**src/include/ctrlUnit_cfg.svh**
```systemverilog
`ifndef CTRLUNIT_CFG_SVH
`define CTRLUNIT_CFG_SVH

// Instruction fields
`define OPCODE_W 6
`define FUNCT_W 6

// Control word operation fields
`define ALUOP_W 3
`define SHIFTOP_W 3

// Register write data source
`define MEMTOREG_W 4

// Two-bit multiplexer selects
`define SEL_W 2

`endif
```
**src/verilog/ctrlPkg.sv**
```systemverilog
`include "ctrlUnit_cfg.svh"

package ctrlPkg;

    typedef enum logic [4:0] {
        stReset,
        stFetch1,
        stFetch2,
        stDecode,
        stDecode2,
        stAluExec,
        stAluWrite,
        stSlt,
        stShiftLoad,
        stShiftOp,
        stShiftWrite,
        stRte,
        stImmExec,
        stImmWrite,
        stBranchStart,
        stBranchEnd,
        stStoreAddr,
        stStoreWait,
        stStoreData,
        stStoreWrite,
        stClose
    } ctrlState_t;

    typedef enum logic [`ALUOP_W-1:0] {
        aluNop = 3'd0,
        aluAdd = 3'd1,
        aluSub = 3'd2,
        aluAnd = 3'd3,
        aluCmp = 3'd7
    } aluOp_t;

    typedef enum logic [`SHIFTOP_W-1:0] {
        shNop        = 3'd0,
        shLoad       = 3'd1,
        shLeft       = 3'd2,
        shRightLogic = 3'd3,
        shRightArith = 3'd4
    } shiftOp_t;

    typedef enum logic [`SEL_W-1:0] {sizeWord = 2'd0, sizeByte = 2'd1, sizeHalf = 2'd2} storeSize_t;

    typedef enum logic [`SEL_W-1:0] {regRt = 2'd0, regRd = 2'd1, regSp = 2'd2} regDst_t;

    typedef enum logic [`MEMTOREG_W-1:0] {
        memAluOut    = 4'd5,
        memShifter   = 4'd6,
        memCompare   = 4'd7,
        memStackInit = 4'd8
    } memToReg_t;

    // Next PC source
    typedef enum logic [`SEL_W-1:0] {
        pcAluOutReg    = 2'd0,
        pcEpc          = 2'd1,
        pcAluResult    = 2'd2,
        pcBranchTarget = 2'd3
    } pcSrc_t;

    // ALU B operand
    typedef enum logic [`SEL_W-1:0] {
        srcBReg    = 2'd0,
        srcBFour   = 2'd1,
        srcBOffset = 2'd2,
        srcBImm    = 2'd3
    } aluSrcB_t;

    // Single-bit selects
    localparam logic iorData      = 1'b1;
    localparam logic srcARegA     = 1'b1;
    localparam logic amtFromShamt = 1'b1;
    localparam logic amtFromReg   = 1'b0;
    localparam logic shiftSrcB    = 1'b1;
    localparam logic shiftSrcA    = 1'b0;

    typedef struct packed {
        logic eq;
        logic gt;
    } branchFlags_t;

    typedef struct packed {
        logic pcWrite;
        logic memWrite;
        logic irWrite;
        logic abWrite;
        logic regWrite;
        logic aluOutWrite;
        logic mdrWrite;
    } writeEn_t;

    typedef struct packed {
        regDst_t   regDst;
        logic      iorD;
        pcSrc_t    pcSource;
        logic      shiftAmtSel;
        logic      shiftSrc;
        logic      aluSrcA;
        aluSrcB_t  aluSrcB;
        memToReg_t memToReg;
    } muxSel_t;

    typedef struct packed {
        aluOp_t     aluOp;
        shiftOp_t   shiftOp;
        storeSize_t storeSize;
    } opCtrl_t;

    typedef struct packed {
        writeEn_t writeEn;
        muxSel_t  muxSel;
        opCtrl_t  opCtrl;
    } ctrlWord_t;

endpackage

```
**src/verilog/isaPkg.sv**
```systemverilog
`include "ctrlUnit_cfg.svh"

package isaPkg;

    // Opcodes, zero is the R-type group
    localparam logic [`OPCODE_W-1:0] opRType = 6'b000000;
    localparam logic [`OPCODE_W-1:0] opAddi  = 6'b001000;
    localparam logic [`OPCODE_W-1:0] opAddiu = 6'b001001;
    localparam logic [`OPCODE_W-1:0] opBeq   = 6'b000100;
    localparam logic [`OPCODE_W-1:0] opBne   = 6'b000101;
    localparam logic [`OPCODE_W-1:0] opBle   = 6'b000110;
    localparam logic [`OPCODE_W-1:0] opBgt   = 6'b000111;
    localparam logic [`OPCODE_W-1:0] opSb    = 6'b101000;
    localparam logic [`OPCODE_W-1:0] opSh    = 6'b101001;
    localparam logic [`OPCODE_W-1:0] opSw    = 6'b101011;

    // R-type funct codes
    localparam logic [`FUNCT_W-1:0] fnAdd  = 6'b100000;
    localparam logic [`FUNCT_W-1:0] fnSub  = 6'b100010;
    localparam logic [`FUNCT_W-1:0] fnAnd  = 6'b100100;
    localparam logic [`FUNCT_W-1:0] fnSll  = 6'b000000;
    localparam logic [`FUNCT_W-1:0] fnSllv = 6'b000100;
    localparam logic [`FUNCT_W-1:0] fnSra  = 6'b000011;
    localparam logic [`FUNCT_W-1:0] fnSrav = 6'b000111;
    localparam logic [`FUNCT_W-1:0] fnSrl  = 6'b000010;
    localparam logic [`FUNCT_W-1:0] fnSlt  = 6'b101010;
    localparam logic [`FUNCT_W-1:0] fnRte  = 6'b010011;

    typedef enum logic [4:0] {
        clsAdd,
        clsSub,
        clsAnd,
        clsSlt,
        clsSll,
        clsSrl,
        clsSra,
        clsSllv,
        clsSrav,
        clsRte,
        clsAddi,
        clsAddiu,
        clsBeq,
        clsBne,
        clsBgt,
        clsBle,
        clsSw,
        clsSh,
        clsSb,
        clsUnknown
    } instrClass_t;

endpackage

```
**src/verilog/ctrlUnit.sv**
```systemverilog
`timescale 1ns/100ps
`include "ctrlUnit_cfg.svh"

module ctrlUnit (
    input  logic                  clk,
    input  logic                  reset,
    input  logic [`OPCODE_W-1:0]  opcode,
    input  logic [`FUNCT_W-1:0]   funct,
    input  ctrlPkg::branchFlags_t flags,
    output ctrlPkg::ctrlWord_t    ctrlWord
);
    import isaPkg::*;
    import ctrlPkg::*;

    instrClass_t instrClass;
    ctrlState_t  state;

    instrDecoder decoder (
        .opcode     (opcode),
        .funct      (funct),
        .instrClass (instrClass)
    );

    ctrlSequencer sequencer (
        .clk        (clk),
        .reset      (reset),
        .instrClass (instrClass),
        .state      (state)
    );

    ctrlWordGen wordGen (
        .clk        (clk),
        .reset      (reset),
        .state      (state),
        .instrClass (instrClass),
        .flags      (flags),
        .ctrlWord   (ctrlWord)
    );

endmodule

```
**src/verilog/ctrlWordGen.sv**
```systemverilog
`timescale 1ns/100ps

module ctrlWordGen (
    input  logic                  clk,
    input  logic                  reset,
    input  ctrlPkg::ctrlState_t   state,
    input  isaPkg::instrClass_t   instrClass,
    input  ctrlPkg::branchFlags_t flags,
    output ctrlPkg::ctrlWord_t    ctrlWord
);
    import isaPkg::*;
    import ctrlPkg::*;

    ctrlWord_t word;
    logic      branchTaken;

    always_comb begin
        case (instrClass)
            clsBeq:  branchTaken = flags.eq;
            clsBne:  branchTaken = !flags.eq;
            clsBgt:  branchTaken = flags.gt;
            clsBle:  branchTaken = !flags.gt;
            default: branchTaken = 1'b0;
        endcase
    end

    always_comb begin
        word = '0;
        case (state)
            // Stack pointer init after reset
            stReset: begin
                word.writeEn.regWrite = 1'b1;
                word.muxSel.regDst = regSp;
                word.muxSel.memToReg = memStackInit;
            end
            // PC + 4, written back on the second cycle
            stFetch1, stFetch2: begin
                word.muxSel.aluSrcB = srcBFour;
                word.opCtrl.aluOp = aluAdd;
                if (state == stFetch2) begin
                    word.writeEn.pcWrite = 1'b1;
                    word.writeEn.irWrite = 1'b1;
                    word.muxSel.pcSource = pcAluResult;
                end
            end
            stDecode: begin
                word.writeEn.abWrite = 1'b1;
                word.writeEn.aluOutWrite = 1'b1;
                word.muxSel.aluSrcB = srcBOffset;
                word.opCtrl.aluOp = aluAdd;
            end
            stAluExec: begin
                word.muxSel.aluSrcA = srcARegA;
                word.writeEn.aluOutWrite = 1'b1;
                case (instrClass)
                    clsAdd:  word.opCtrl.aluOp = aluAdd;
                    clsSub:  word.opCtrl.aluOp = aluSub;
                    clsAnd:  word.opCtrl.aluOp = aluAnd;
                    default: word.opCtrl.aluOp = aluNop;
                endcase
            end
            stAluWrite, stImmWrite: begin
                word.writeEn.regWrite = 1'b1;
                word.muxSel.memToReg = memAluOut;
                word.muxSel.regDst = (state == stAluWrite) ? regRd : regRt;
            end
            stSlt: begin
                word.writeEn.regWrite = 1'b1;
                word.muxSel.regDst = regRd;
                word.muxSel.aluSrcA = srcARegA;
                word.muxSel.memToReg = memCompare;
                word.opCtrl.aluOp = aluCmp;
            end
            stShiftLoad: begin
                word.opCtrl.shiftOp = shLoad;
                if (instrClass == clsSllv || instrClass == clsSrav) begin
                    word.muxSel.shiftSrc = shiftSrcA;
                    word.muxSel.shiftAmtSel = amtFromReg;
                end else begin
                    word.muxSel.shiftSrc = shiftSrcB;
                    word.muxSel.shiftAmtSel = amtFromShamt;
                end
            end
            stShiftOp: begin
                case (instrClass)
                    clsSll, clsSllv: word.opCtrl.shiftOp = shLeft;
                    clsSrl:          word.opCtrl.shiftOp = shRightLogic;
                    clsSra, clsSrav: word.opCtrl.shiftOp = shRightArith;
                    default:         word.opCtrl.shiftOp = shNop;
                endcase
            end
            stShiftWrite: begin
                word.writeEn.regWrite = 1'b1;
                word.muxSel.regDst = regRd;
                word.muxSel.memToReg = memShifter;
            end
            stRte: begin
                word.writeEn.pcWrite = 1'b1;
                word.muxSel.pcSource = pcEpc;
            end
            stImmExec: begin
                word.muxSel.aluSrcA = srcARegA;
                word.muxSel.aluSrcB = srcBImm;
                word.opCtrl.aluOp = aluAdd;
                word.writeEn.aluOutWrite = 1'b1;
            end
            // Compare held for two cycles, PC taken on the second
            stBranchStart, stBranchEnd: begin
                word.muxSel.aluSrcA = srcARegA;
                word.opCtrl.aluOp = aluCmp;
                word.muxSel.pcSource = pcBranchTarget;
                word.writeEn.pcWrite = (state == stBranchEnd) && branchTaken;
            end
            stStoreAddr, stStoreWait: begin
                word.muxSel.aluSrcA = srcARegA;
                word.muxSel.aluSrcB = srcBImm;
                word.opCtrl.aluOp = aluAdd;
                word.muxSel.iorD = iorData;
                word.writeEn.aluOutWrite = (state == stStoreAddr);
            end
            stStoreData: begin
                word.writeEn.memWrite = 1'b1;
                word.writeEn.mdrWrite = 1'b1;
                word.muxSel.aluSrcA = srcARegA;
                word.muxSel.aluSrcB = srcBImm;
                word.opCtrl.aluOp = aluAdd;
            end
            stStoreWrite: begin
                word.writeEn.memWrite = 1'b1;
                case (instrClass)
                    clsSh:   word.opCtrl.storeSize = sizeHalf;
                    clsSb:   word.opCtrl.storeSize = sizeByte;
                    default: word.opCtrl.storeSize = sizeWord;
                endcase
            end
            // Decode2 and close drive nothing
            default: begin
                word = '0;
            end
        endcase
    end

    always_ff @(posedge clk) begin
        if (reset) begin
            ctrlWord <= '0;
        end else begin
            ctrlWord <= word;
        end
    end

endmodule

```
**src/verilog/ctrlSequencer.sv**
```systemverilog
`timescale 1ns/100ps

module ctrlSequencer (
    input  logic                clk,
    input  logic                reset,
    input  isaPkg::instrClass_t instrClass,
    output ctrlPkg::ctrlState_t state
);
    import isaPkg::*;
    import ctrlPkg::*;

    ctrlState_t nextState;

    always_comb begin
        case (state)
            stReset: begin
                nextState = stFetch1;
            end
            stFetch1: begin
                nextState = stFetch2;
            end
            stFetch2: begin
                nextState = stDecode;
            end
            stDecode: begin
                nextState = stDecode2;
            end
            // Dispatch on the decoded class
            stDecode2: begin
                case (instrClass)
                    clsAdd, clsSub, clsAnd: begin
                        nextState = stAluExec;
                    end
                    clsSlt: begin
                        nextState = stSlt;
                    end
                    clsSll, clsSrl, clsSra, clsSllv, clsSrav: begin
                        nextState = stShiftLoad;
                    end
                    clsRte: begin
                        nextState = stRte;
                    end
                    clsAddi, clsAddiu: begin
                        nextState = stImmExec;
                    end
                    clsBeq, clsBne, clsBgt, clsBle: begin
                        nextState = stBranchStart;
                    end
                    clsSw, clsSh, clsSb: begin
                        nextState = stStoreAddr;
                    end
                    default: begin
                        nextState = stClose;
                    end
                endcase
            end
            stAluExec: begin
                nextState = stAluWrite;
            end
            stShiftLoad: begin
                nextState = stShiftOp;
            end
            stShiftOp: begin
                nextState = stShiftWrite;
            end
            stImmExec: begin
                nextState = stImmWrite;
            end
            stBranchStart: begin
                nextState = stBranchEnd;
            end
            stStoreAddr: begin
                nextState = stStoreWait;
            end
            stStoreWait: begin
                nextState = stStoreData;
            end
            stStoreData: begin
                nextState = stStoreWrite;
            end
            stClose: begin
                nextState = stFetch1;
            end
            // Last state of every execute path
            default: begin
                nextState = stClose;
            end
        endcase
    end

    always_ff @(posedge clk) begin
        if (reset) begin
            state <= stReset;
        end else begin
            state <= nextState;
        end
    end

endmodule

```
**src/verilog/instrDecoder.sv**
```systemverilog
`timescale 1ns/100ps
`include "ctrlUnit_cfg.svh"

module instrDecoder (
    input  logic [`OPCODE_W-1:0] opcode,
    input  logic [`FUNCT_W-1:0]  funct,
    output isaPkg::instrClass_t  instrClass
);
    import isaPkg::*;

    always_comb begin
        instrClass = clsUnknown;
        case (opcode)
            // R-type work is picked by funct
            opRType: begin
                case (funct)
                    fnAdd: begin
                        instrClass = clsAdd;
                    end
                    fnSub: begin
                        instrClass = clsSub;
                    end
                    fnAnd: begin
                        instrClass = clsAnd;
                    end
                    fnSlt: begin
                        instrClass = clsSlt;
                    end
                    fnSll: begin
                        instrClass = clsSll;
                    end
                    fnSrl: begin
                        instrClass = clsSrl;
                    end
                    fnSra: begin
                        instrClass = clsSra;
                    end
                    fnSllv: begin
                        instrClass = clsSllv;
                    end
                    fnSrav: begin
                        instrClass = clsSrav;
                    end
                    fnRte: begin
                        instrClass = clsRte;
                    end
                    default: begin
                        instrClass = clsUnknown;
                    end
                endcase
            end
            opAddi:  instrClass = clsAddi;
            opAddiu: instrClass = clsAddiu;
            opBeq:   instrClass = clsBeq;
            opBne:   instrClass = clsBne;
            opBgt:   instrClass = clsBgt;
            opBle:   instrClass = clsBle;
            opSw:    instrClass = clsSw;
            opSh:    instrClass = clsSh;
            opSb:    instrClass = clsSb;
            default: instrClass = clsUnknown;
        endcase
    end

endmodule

```
**config.mk**
```make
export PLATFORM = sky130hd
export DESIGN_NAME = ctrlUnit
export DESIGN_NICKNAME = d
export VERILOG_FILES = /design/src/verilog/ctrlPkg.sv /design/src/verilog/isaPkg.sv /design/src/verilog/ctrlUnit.sv /design/src/verilog/ctrlWordGen.sv /design/src/verilog/ctrlSequencer.sv /design/src/verilog/instrDecoder.sv
export VERILOG_INCLUDE_DIRS = /design/src /design/src/include
export SDC_FILE = /design/constraint.sdc
export NUM_CORES = 1
export LEC_CHECK = 0
export BUFFER_PORTS_ARGS = -buffer_cell sky130_fd_sc_hd__clkbuf_2
export CAP_MARGIN = 20
export CORE_ASPECT_RATIO = 1.2
export CORE_UTILIZATION = 56
export CTS_BUF_LIST = sky130_fd_sc_hd__clkbuf_4 sky130_fd_sc_hd__clkbuf_8
export DETAILED_ROUTE_END_ITERATION = 6
export PLACE_DENSITY = 0.82
export SLEW_MARGIN = 0
export SYNTH_ARGS = -nofsm -noshare
export SYNTH_HDL_FRONTEND = slang
export SYNTH_HIERARCHICAL = 1
export SYNTH_SLANG_ARGS = --single-unit
export TNS_END_PERCENT = 20
```
**constraint.sdc**
```tcl
create_clock -name clk -period 2.43 [get_ports clk]
set_input_delay 0.243 -clock clk [delete_from_list [all_inputs] [get_ports clk]]
set_output_delay 0.243 -clock clk [all_outputs]
set_load 0.03 [all_outputs]
```
# After elaboration in Yosys (flattened, before gate mapping)
# Memory sizes are Yosys's and may differ from the RTL's.
# Index checks and enable logic that the tools add are counted.
dict set report op_classes {
  n_eq_ne 51
  muxes 25
  n_reduce_logical 26
  bitwise 3
}
# cell n
set op_table {}
lappend op_table {{case mux 5 bit (10 select lines)} 2}
lappend op_table {{equality test 5 x 4 -> 1 bit, second input constant} 13}
lappend op_table {{case mux 5 bit (13 select lines)} 1}
lappend op_table {{equality test 6 bit, second input constant} 7}
lappend op_table {{equality test 5 x 3 -> 1 bit, second input constant} 8}
lappend op_table {{equality test 6 x 3 -> 1 bit, second input constant} 6}
lappend op_table {{equality test 5 bit, second input constant} 7}
lappend op_table {{case mux 2 bit (3 select lines)} 4}
lappend op_table {{OR reduction 2 bit} 12}
lappend op_table {{case mux 3 bit (3 select lines)} 2}
lappend op_table {{case mux 4 bit (4 select lines)} 1}
lappend op_table {{equality test 5 x 2 -> 1 bit, second input constant} 3}
lappend op_table {{equality test 6 x 2 -> 1 bit, second input constant} 2}
lappend op_table {{equality test 6 x 4 -> 1 bit, second input constant} 2}
lappend op_table {{logical NOT 6 bit} 2}
lappend op_table {{equality test 5 x 1 -> 1 bit, second input constant} 2}
lappend op_table {{logical NOT 5 bit} 2}
lappend op_table {{two-way mux 1 bit} 8}
lappend op_table {{OR reduction 8 bit} 1}
lappend op_table {{OR reduction 7 bit} 1}
lappend op_table {{equality test 6 x 5 -> 1 bit, second input constant} 1}
lappend op_table {{case mux 3 bit (2 select lines)} 1}
lappend op_table {{OR reduction 3 bit} 2}
lappend op_table {{OR reduction 5 bit} 1}
lappend op_table {{10 further kinds} 14}
dict set report word_totals {
  output_inout_bits 29
  input_bits 16
  register_bits 34
  memories 1
  word_cells 125
  rom_bits 160
}
# name words word_bits read_ports rd_ports_with_merged_regs wr line_no
set memory_table {}
lappend memory_table {{(no name shown)} 32 5 1 0 0 ctrlSequencer.sv:30} ;# case (instrClass)

# Longest topological paths before layout
dict set report logic_depth {
  word_depth 7
  ltp_mapped 10
  ltp_nobuf 8
}

# By module
# Netlist, hierarchy kept.
# module seq_area_each_um2 n_inst cells_per_inst area_each_um2
set by_module_without_submodules {}
lappend by_module_without_submodules {ctrlWordGen 560.5 1 141 1208.7}
lappend by_module_without_submodules {ctrlSequencer 100.1 1 66 476.7}
lappend by_module_without_submodules {instrDecoder 0.0 1 43 266.5}

# Worst setup path after synthesis
# No wires, ideal clock.
dict set report synth_timing {
  path_kind {input to register}
  startpoint {in opcode[3]}
  endpoint {reg, netlist name wordGen/ctrlWord[28]}
  n_path_buf 2
  path_stages 10
  required_time_ns 2.365
  setup_time_ns 0.065
  slack_ns 0.318
  arrival_time_ns 2.048
  path_cell_list {buf_6 -> nor4_1 -> nand2_1 -> or2_1 -> o21ai_0 -> buf_2 -> mux2i_1 -> xor2_1 -> o32a_1 -> nor2_1}
}
dict set report synth_between {
  elab_chain_cells 6
  word_cells_on_any_way 18
  classes_between {eq/ne (13); mux (3); reduce/logical (2)}
}
# element line_no
set synth_rtl {}
lappend synth_rtl {{from (decl)} ctrlUnit.sv:7} ;# input logic [`OPCODE_W-1:0] opcode,
lappend synth_rtl {{equality test 6 bit (tied with other cells)} instrDecoder.sv:13} ;# case (opcode)
lappend synth_rtl {{case mux 5 bit (10 select lines) (*)} instrDecoder.sv:13}
lappend synth_rtl {{named net instrClass[1]} ctrlUnit.sv:15} ;# instrClass_t instrClass;
lappend synth_rtl {{equality test 5 x 4 -> 1 bit} ctrlWordGen.sv:18} ;# case (instrClass)
lappend synth_rtl {{case mux 1 bit (4 select lines) (*)} ctrlWordGen.sv:18}
lappend synth_rtl {{logical AND 1 bit (*)} ctrlWordGen.sv:112} ;# word.writeEn.pcWrite = (state == stBranchEnd) && branchTaken;
lappend synth_rtl {{case mux 1 bit (3 select lines) (*)} ctrlWordGen.sv:29} ;# case (state)
# The timed path passes the listed nets; every way through them passes the cells marked *.
# A chain may end at the register's enable or synchronous reset.

# Final worst setup path
dict set report layout_timing {
  startpoint {in opcode[0]}
  endpoint {reg sequencer.state[1]}
}
dict set report layout_between {
  elab_chain_cells 4
  word_cells_on_any_way 13
  classes_between {eq/ne (9); mux (2); reduce/logical (1); memory (1)}
}
# element line_no
set layout_rtl {}
lappend layout_rtl {{equality test 6 bit (tied with other cells)} instrDecoder.sv:13}
lappend layout_rtl {{case mux 5 bit (10 select lines) (*)} instrDecoder.sv:13}
lappend layout_rtl {{named net instrClass[1]} ctrlUnit.sv:15}
lappend layout_rtl {{memory (32 x 5 bit) (*)} --}
lappend layout_rtl {{case mux 5 bit (13 select lines) (*)} ctrlSequencer.sv:15} ;# case (state)
lappend layout_rtl {{to (signal assigned)} ctrlSequencer.sv:93} ;# state <= stReset;
lappend layout_rtl {{to (signal assigned)} ctrlSequencer.sv:95} ;# state <= nextState;
lappend layout_rtl {{to (decl)} ctrlSequencer.sv:7} ;# output ctrlPkg::ctrlState_t state
# Marked as above.

==> flow_summary_export.csv <==
group,metric,value,unit
worst_setup_path,crit_path_cell_trace,"clkbuf_2, nor2b_1, or4_1, a21oi_1, o21ai_0, buf_4, nor2b_1, o21ai_0, a211o_1, a211oi_2",
synth,synth_ff_type,"dfxtp_1",
timing,fmax,0.516,GHz
floorplan,coreArea,3340,sq um
finish,utilization,0.680,
pwr,finalPower,1580,uW
floorplan,io_pins,45,
worst_setup_path,crit_buf_inv,2,
worst_setup_path,worstSetupStartpointType,"input port",
synth,synth_edf_count,0,
finish,drive_above_1_share,0.232,
pwr,switching_share,0.365,
timing,max_slew_margin,0.503,
synth,synth_nets,266,
grt,overflow,0,
worst_setup_path,path_delay_family,"compound AO/OA/AOI/OAI gates",
route,viasPerCell,5.83,
synth,synth_area_leader_cell,"dfxtp_1",
worst_setup_path,cp.required,2.64,ns
worst_setup_path,slowest_stage,"or4_1",
worst_setup_path,critPathMaxFanout,10,
worst_setup_path,crit_path_max_incr_delay,0.39,ns
pwr,internal-power,1000,uW
timing,report.final.hold_viol_count,0,
synth,synth_common_cells,"nor2_1, dfxtp_1, a21oi_1",
synth,synth_top_area_share,0.338,
clock_network,clkLatencyLatePin,0.28,ns
clock_network,h-tree-depth,2,
floorplan,row_count,23,
worst_setup_path,crit_arrival,2.15,ns
grt,grt_pass1_vias,1576,
floorplan,die-area,3730,sq um
finish,area_growth,16.2,%
job,maxCapViolCount,0,
hold_path,hold_class,"input port to register",
finish,fillCellCount,285,
clock_network,cts_buffer_depth,2,
worst_setup_path,crit_type,"input port to register",
synth,synthArstFlopShare,0,
grt,grt_usage,0.235,
floorplan,initial_core_util,0.585,
timing,rsz0062_at_grt,"no",
grt,antenna_found_initial,0,
outcome,status,"finished, final reports clean",
synth,ys_seq_area_frac,0.338,
finish,fin_nets,308,
route,drt_iter0_drc,53,
route,dr.pass1.iters,5,
synth,synth_seq_cells,33,
pwr,switchingPower,576,uW
finish,antenna_cells,0,
route,drt.antenna.violating_nets,0,
floorplan,die_h,66.7,um
place,hpwl,2960,um
timing,maxSlewViolCount,0,
grt,grt_start_max_net_pins,25,
pwr,seqPwrFrac,0.425,
clock_network,cts_inserted_buffers,5,
timing,layout_min_cycle_time,1.94,ns
route,via_count,1924,
clock_network,numClockSinks,33,
worst_setup_path,critPathCaptureType,"register",
timing,whs,0.354,ns
timing,worst_pin_slew,0.745,ns
clock_network,cts_resized,0,
synth,yosysMostFrequentCell,"nor2_1",
place,io_buffers,44,
clock_network,cts_setup_buffers,0,
route,drcViolationCount,0,
pwr,pwr-share-clk,0.255,
place,routabilityCongestion,0.838,
route,wl,4200,um
timing,finalCritPeriodShare,0.797,
synth,ys.warnings.count,6,
clock_network,cts_hold_buf,0,
clock_network,cts_tree,"done",
timing,finalClockSkew,0.00590,ns
synth,syn_area,1950,sq um
clock_network,clkTransAtPathRegs,0.07,ns
timing,setup_violations,0,
pwr,combPwrFrac,0.320,
synth,yosysUniqueCellTypes,56,
route,wl_per_cell,12.7,um
finish,fin_cells,330,
synth,ys_top_cells_by_area,"dfxtp_1, nor2_1, a21oi_1",
floorplan,die_w,55.9,um
synth,synth_cells,250,
grt,grt_pass1_wl,6760,um
timing,tns,0,ns
synth,synth_area_per_cell,7.81,sq um
pwr,ir_worst_vdd,0.000642,V
clock_network,root_buffer,"clkbuf_8",
place,placedCellCount,322,
pwr,p_leak,0.000934,uW
pwr,power.density,695,nW/um^2
path summary, 6_finish.rpt:
kind,from,endpoint,slack [ns],cells after the start
hold reg to reg,sequencer/state[4],sequencer/state[4],0.68,2
setup reg to reg,sequencer/state[3],wordGen/ctrlWord[10],0.61,5
hold / removal,reset,wordGen/ctrlWord[14],0.35,2
setup / recovery,opcode[0],sequencer/state[1],0.49,10
metrics by stage:
stage,setup slack (ns),cell area [sq um]
3_3_place_gp,0.260,2180
4_1_cts,0.520,2270
3_5_place_dp,0.216,2180
5_1_grt,0.333,2270
2_1_floorplan,0.318,1950
6_report,0.493,2270
sequential cells by signal, indices dropped and copies added, names as in the netlist:
name,flops
sequencer/state,5
wordGen/ctrlWord,28
layer usage:
metal  vias to the layer above  part of all wire  global-route usage
met4                         0             0.027               0.116
met2                        61              0.50               0.402
met5                         -                 0                   0
met1                       859              0.43               0.279
met3                        13             0.040              0.0524
li1                        991                 -                   -
placed cells by master, fill, tap and decap left out, drive strengths merged, types with 2 or more instances in the layout:
cell type	synthesis	layout
a211o	2	2
a211oi	2	2
a21boi	2	2
a21o	4	4
a21oi	22	22
a311oi	2	2
a31oi	3	3
buf	15	10
clkbuf	4	50
clkinv	0	2
dfxtp	33	33
inv	5	5
mux2i	6	6
nand2	18	18
nand2b	8	8
nand3	7	7
nand3b	4	4
nor2	35	35
nor2b	10	10
nor3	12	12
nor3b	3	3
nor4	7	7
nor4b	2	2
o211ai	3	3
o21ai	9	9
o21bai	2	2
o31a	2	2
o31ai	3	3
or2	2	2
or3	2	2
or3b	2	2
or4b	2	2
xor2	2	2
logic make-up (layout without fill, tap and decap cells):
| logic type | after synthesis | count (layout) | synth area share |
|---|---|---|---|
| AND/OR/NAND/NOR | 119 | 119 | 0.326 |
| AO/OA/AOI/OAI | 64 | 64 | 0.217 |
| flip-flops | 33 | 33 | 0.338 |
| buffers and inverters | 24 | 67 | 0.0667 |
| multiplexers | 7 | 7 | 0.0385 |
| XOR/XNOR | 3 | 3 | 0.0135 |
final cells by class:
class,instances,area [sq um],share of cell area
well taps,37,46.3,0.0204
flip-flops and latches,33,661,0.291
clock inverters,2,10.0,0.00441
inverters,5,18.8,0.00827
clock buffers,6,76.3,0.0336
repair buffers,54,295,0.130
multi-input cells,193,1160,0.512
power groups by stage:
stage	registers, uW	logic [uW]	clock network (uW)
after floorplan	717	348	0
after global placement	678	490	0
after detailed placement	680	496	0
after CTS	668	500	412
after global routing	678	551	432
final	670	504	402
No activity file was read; power rests on OpenSTA's default activity.
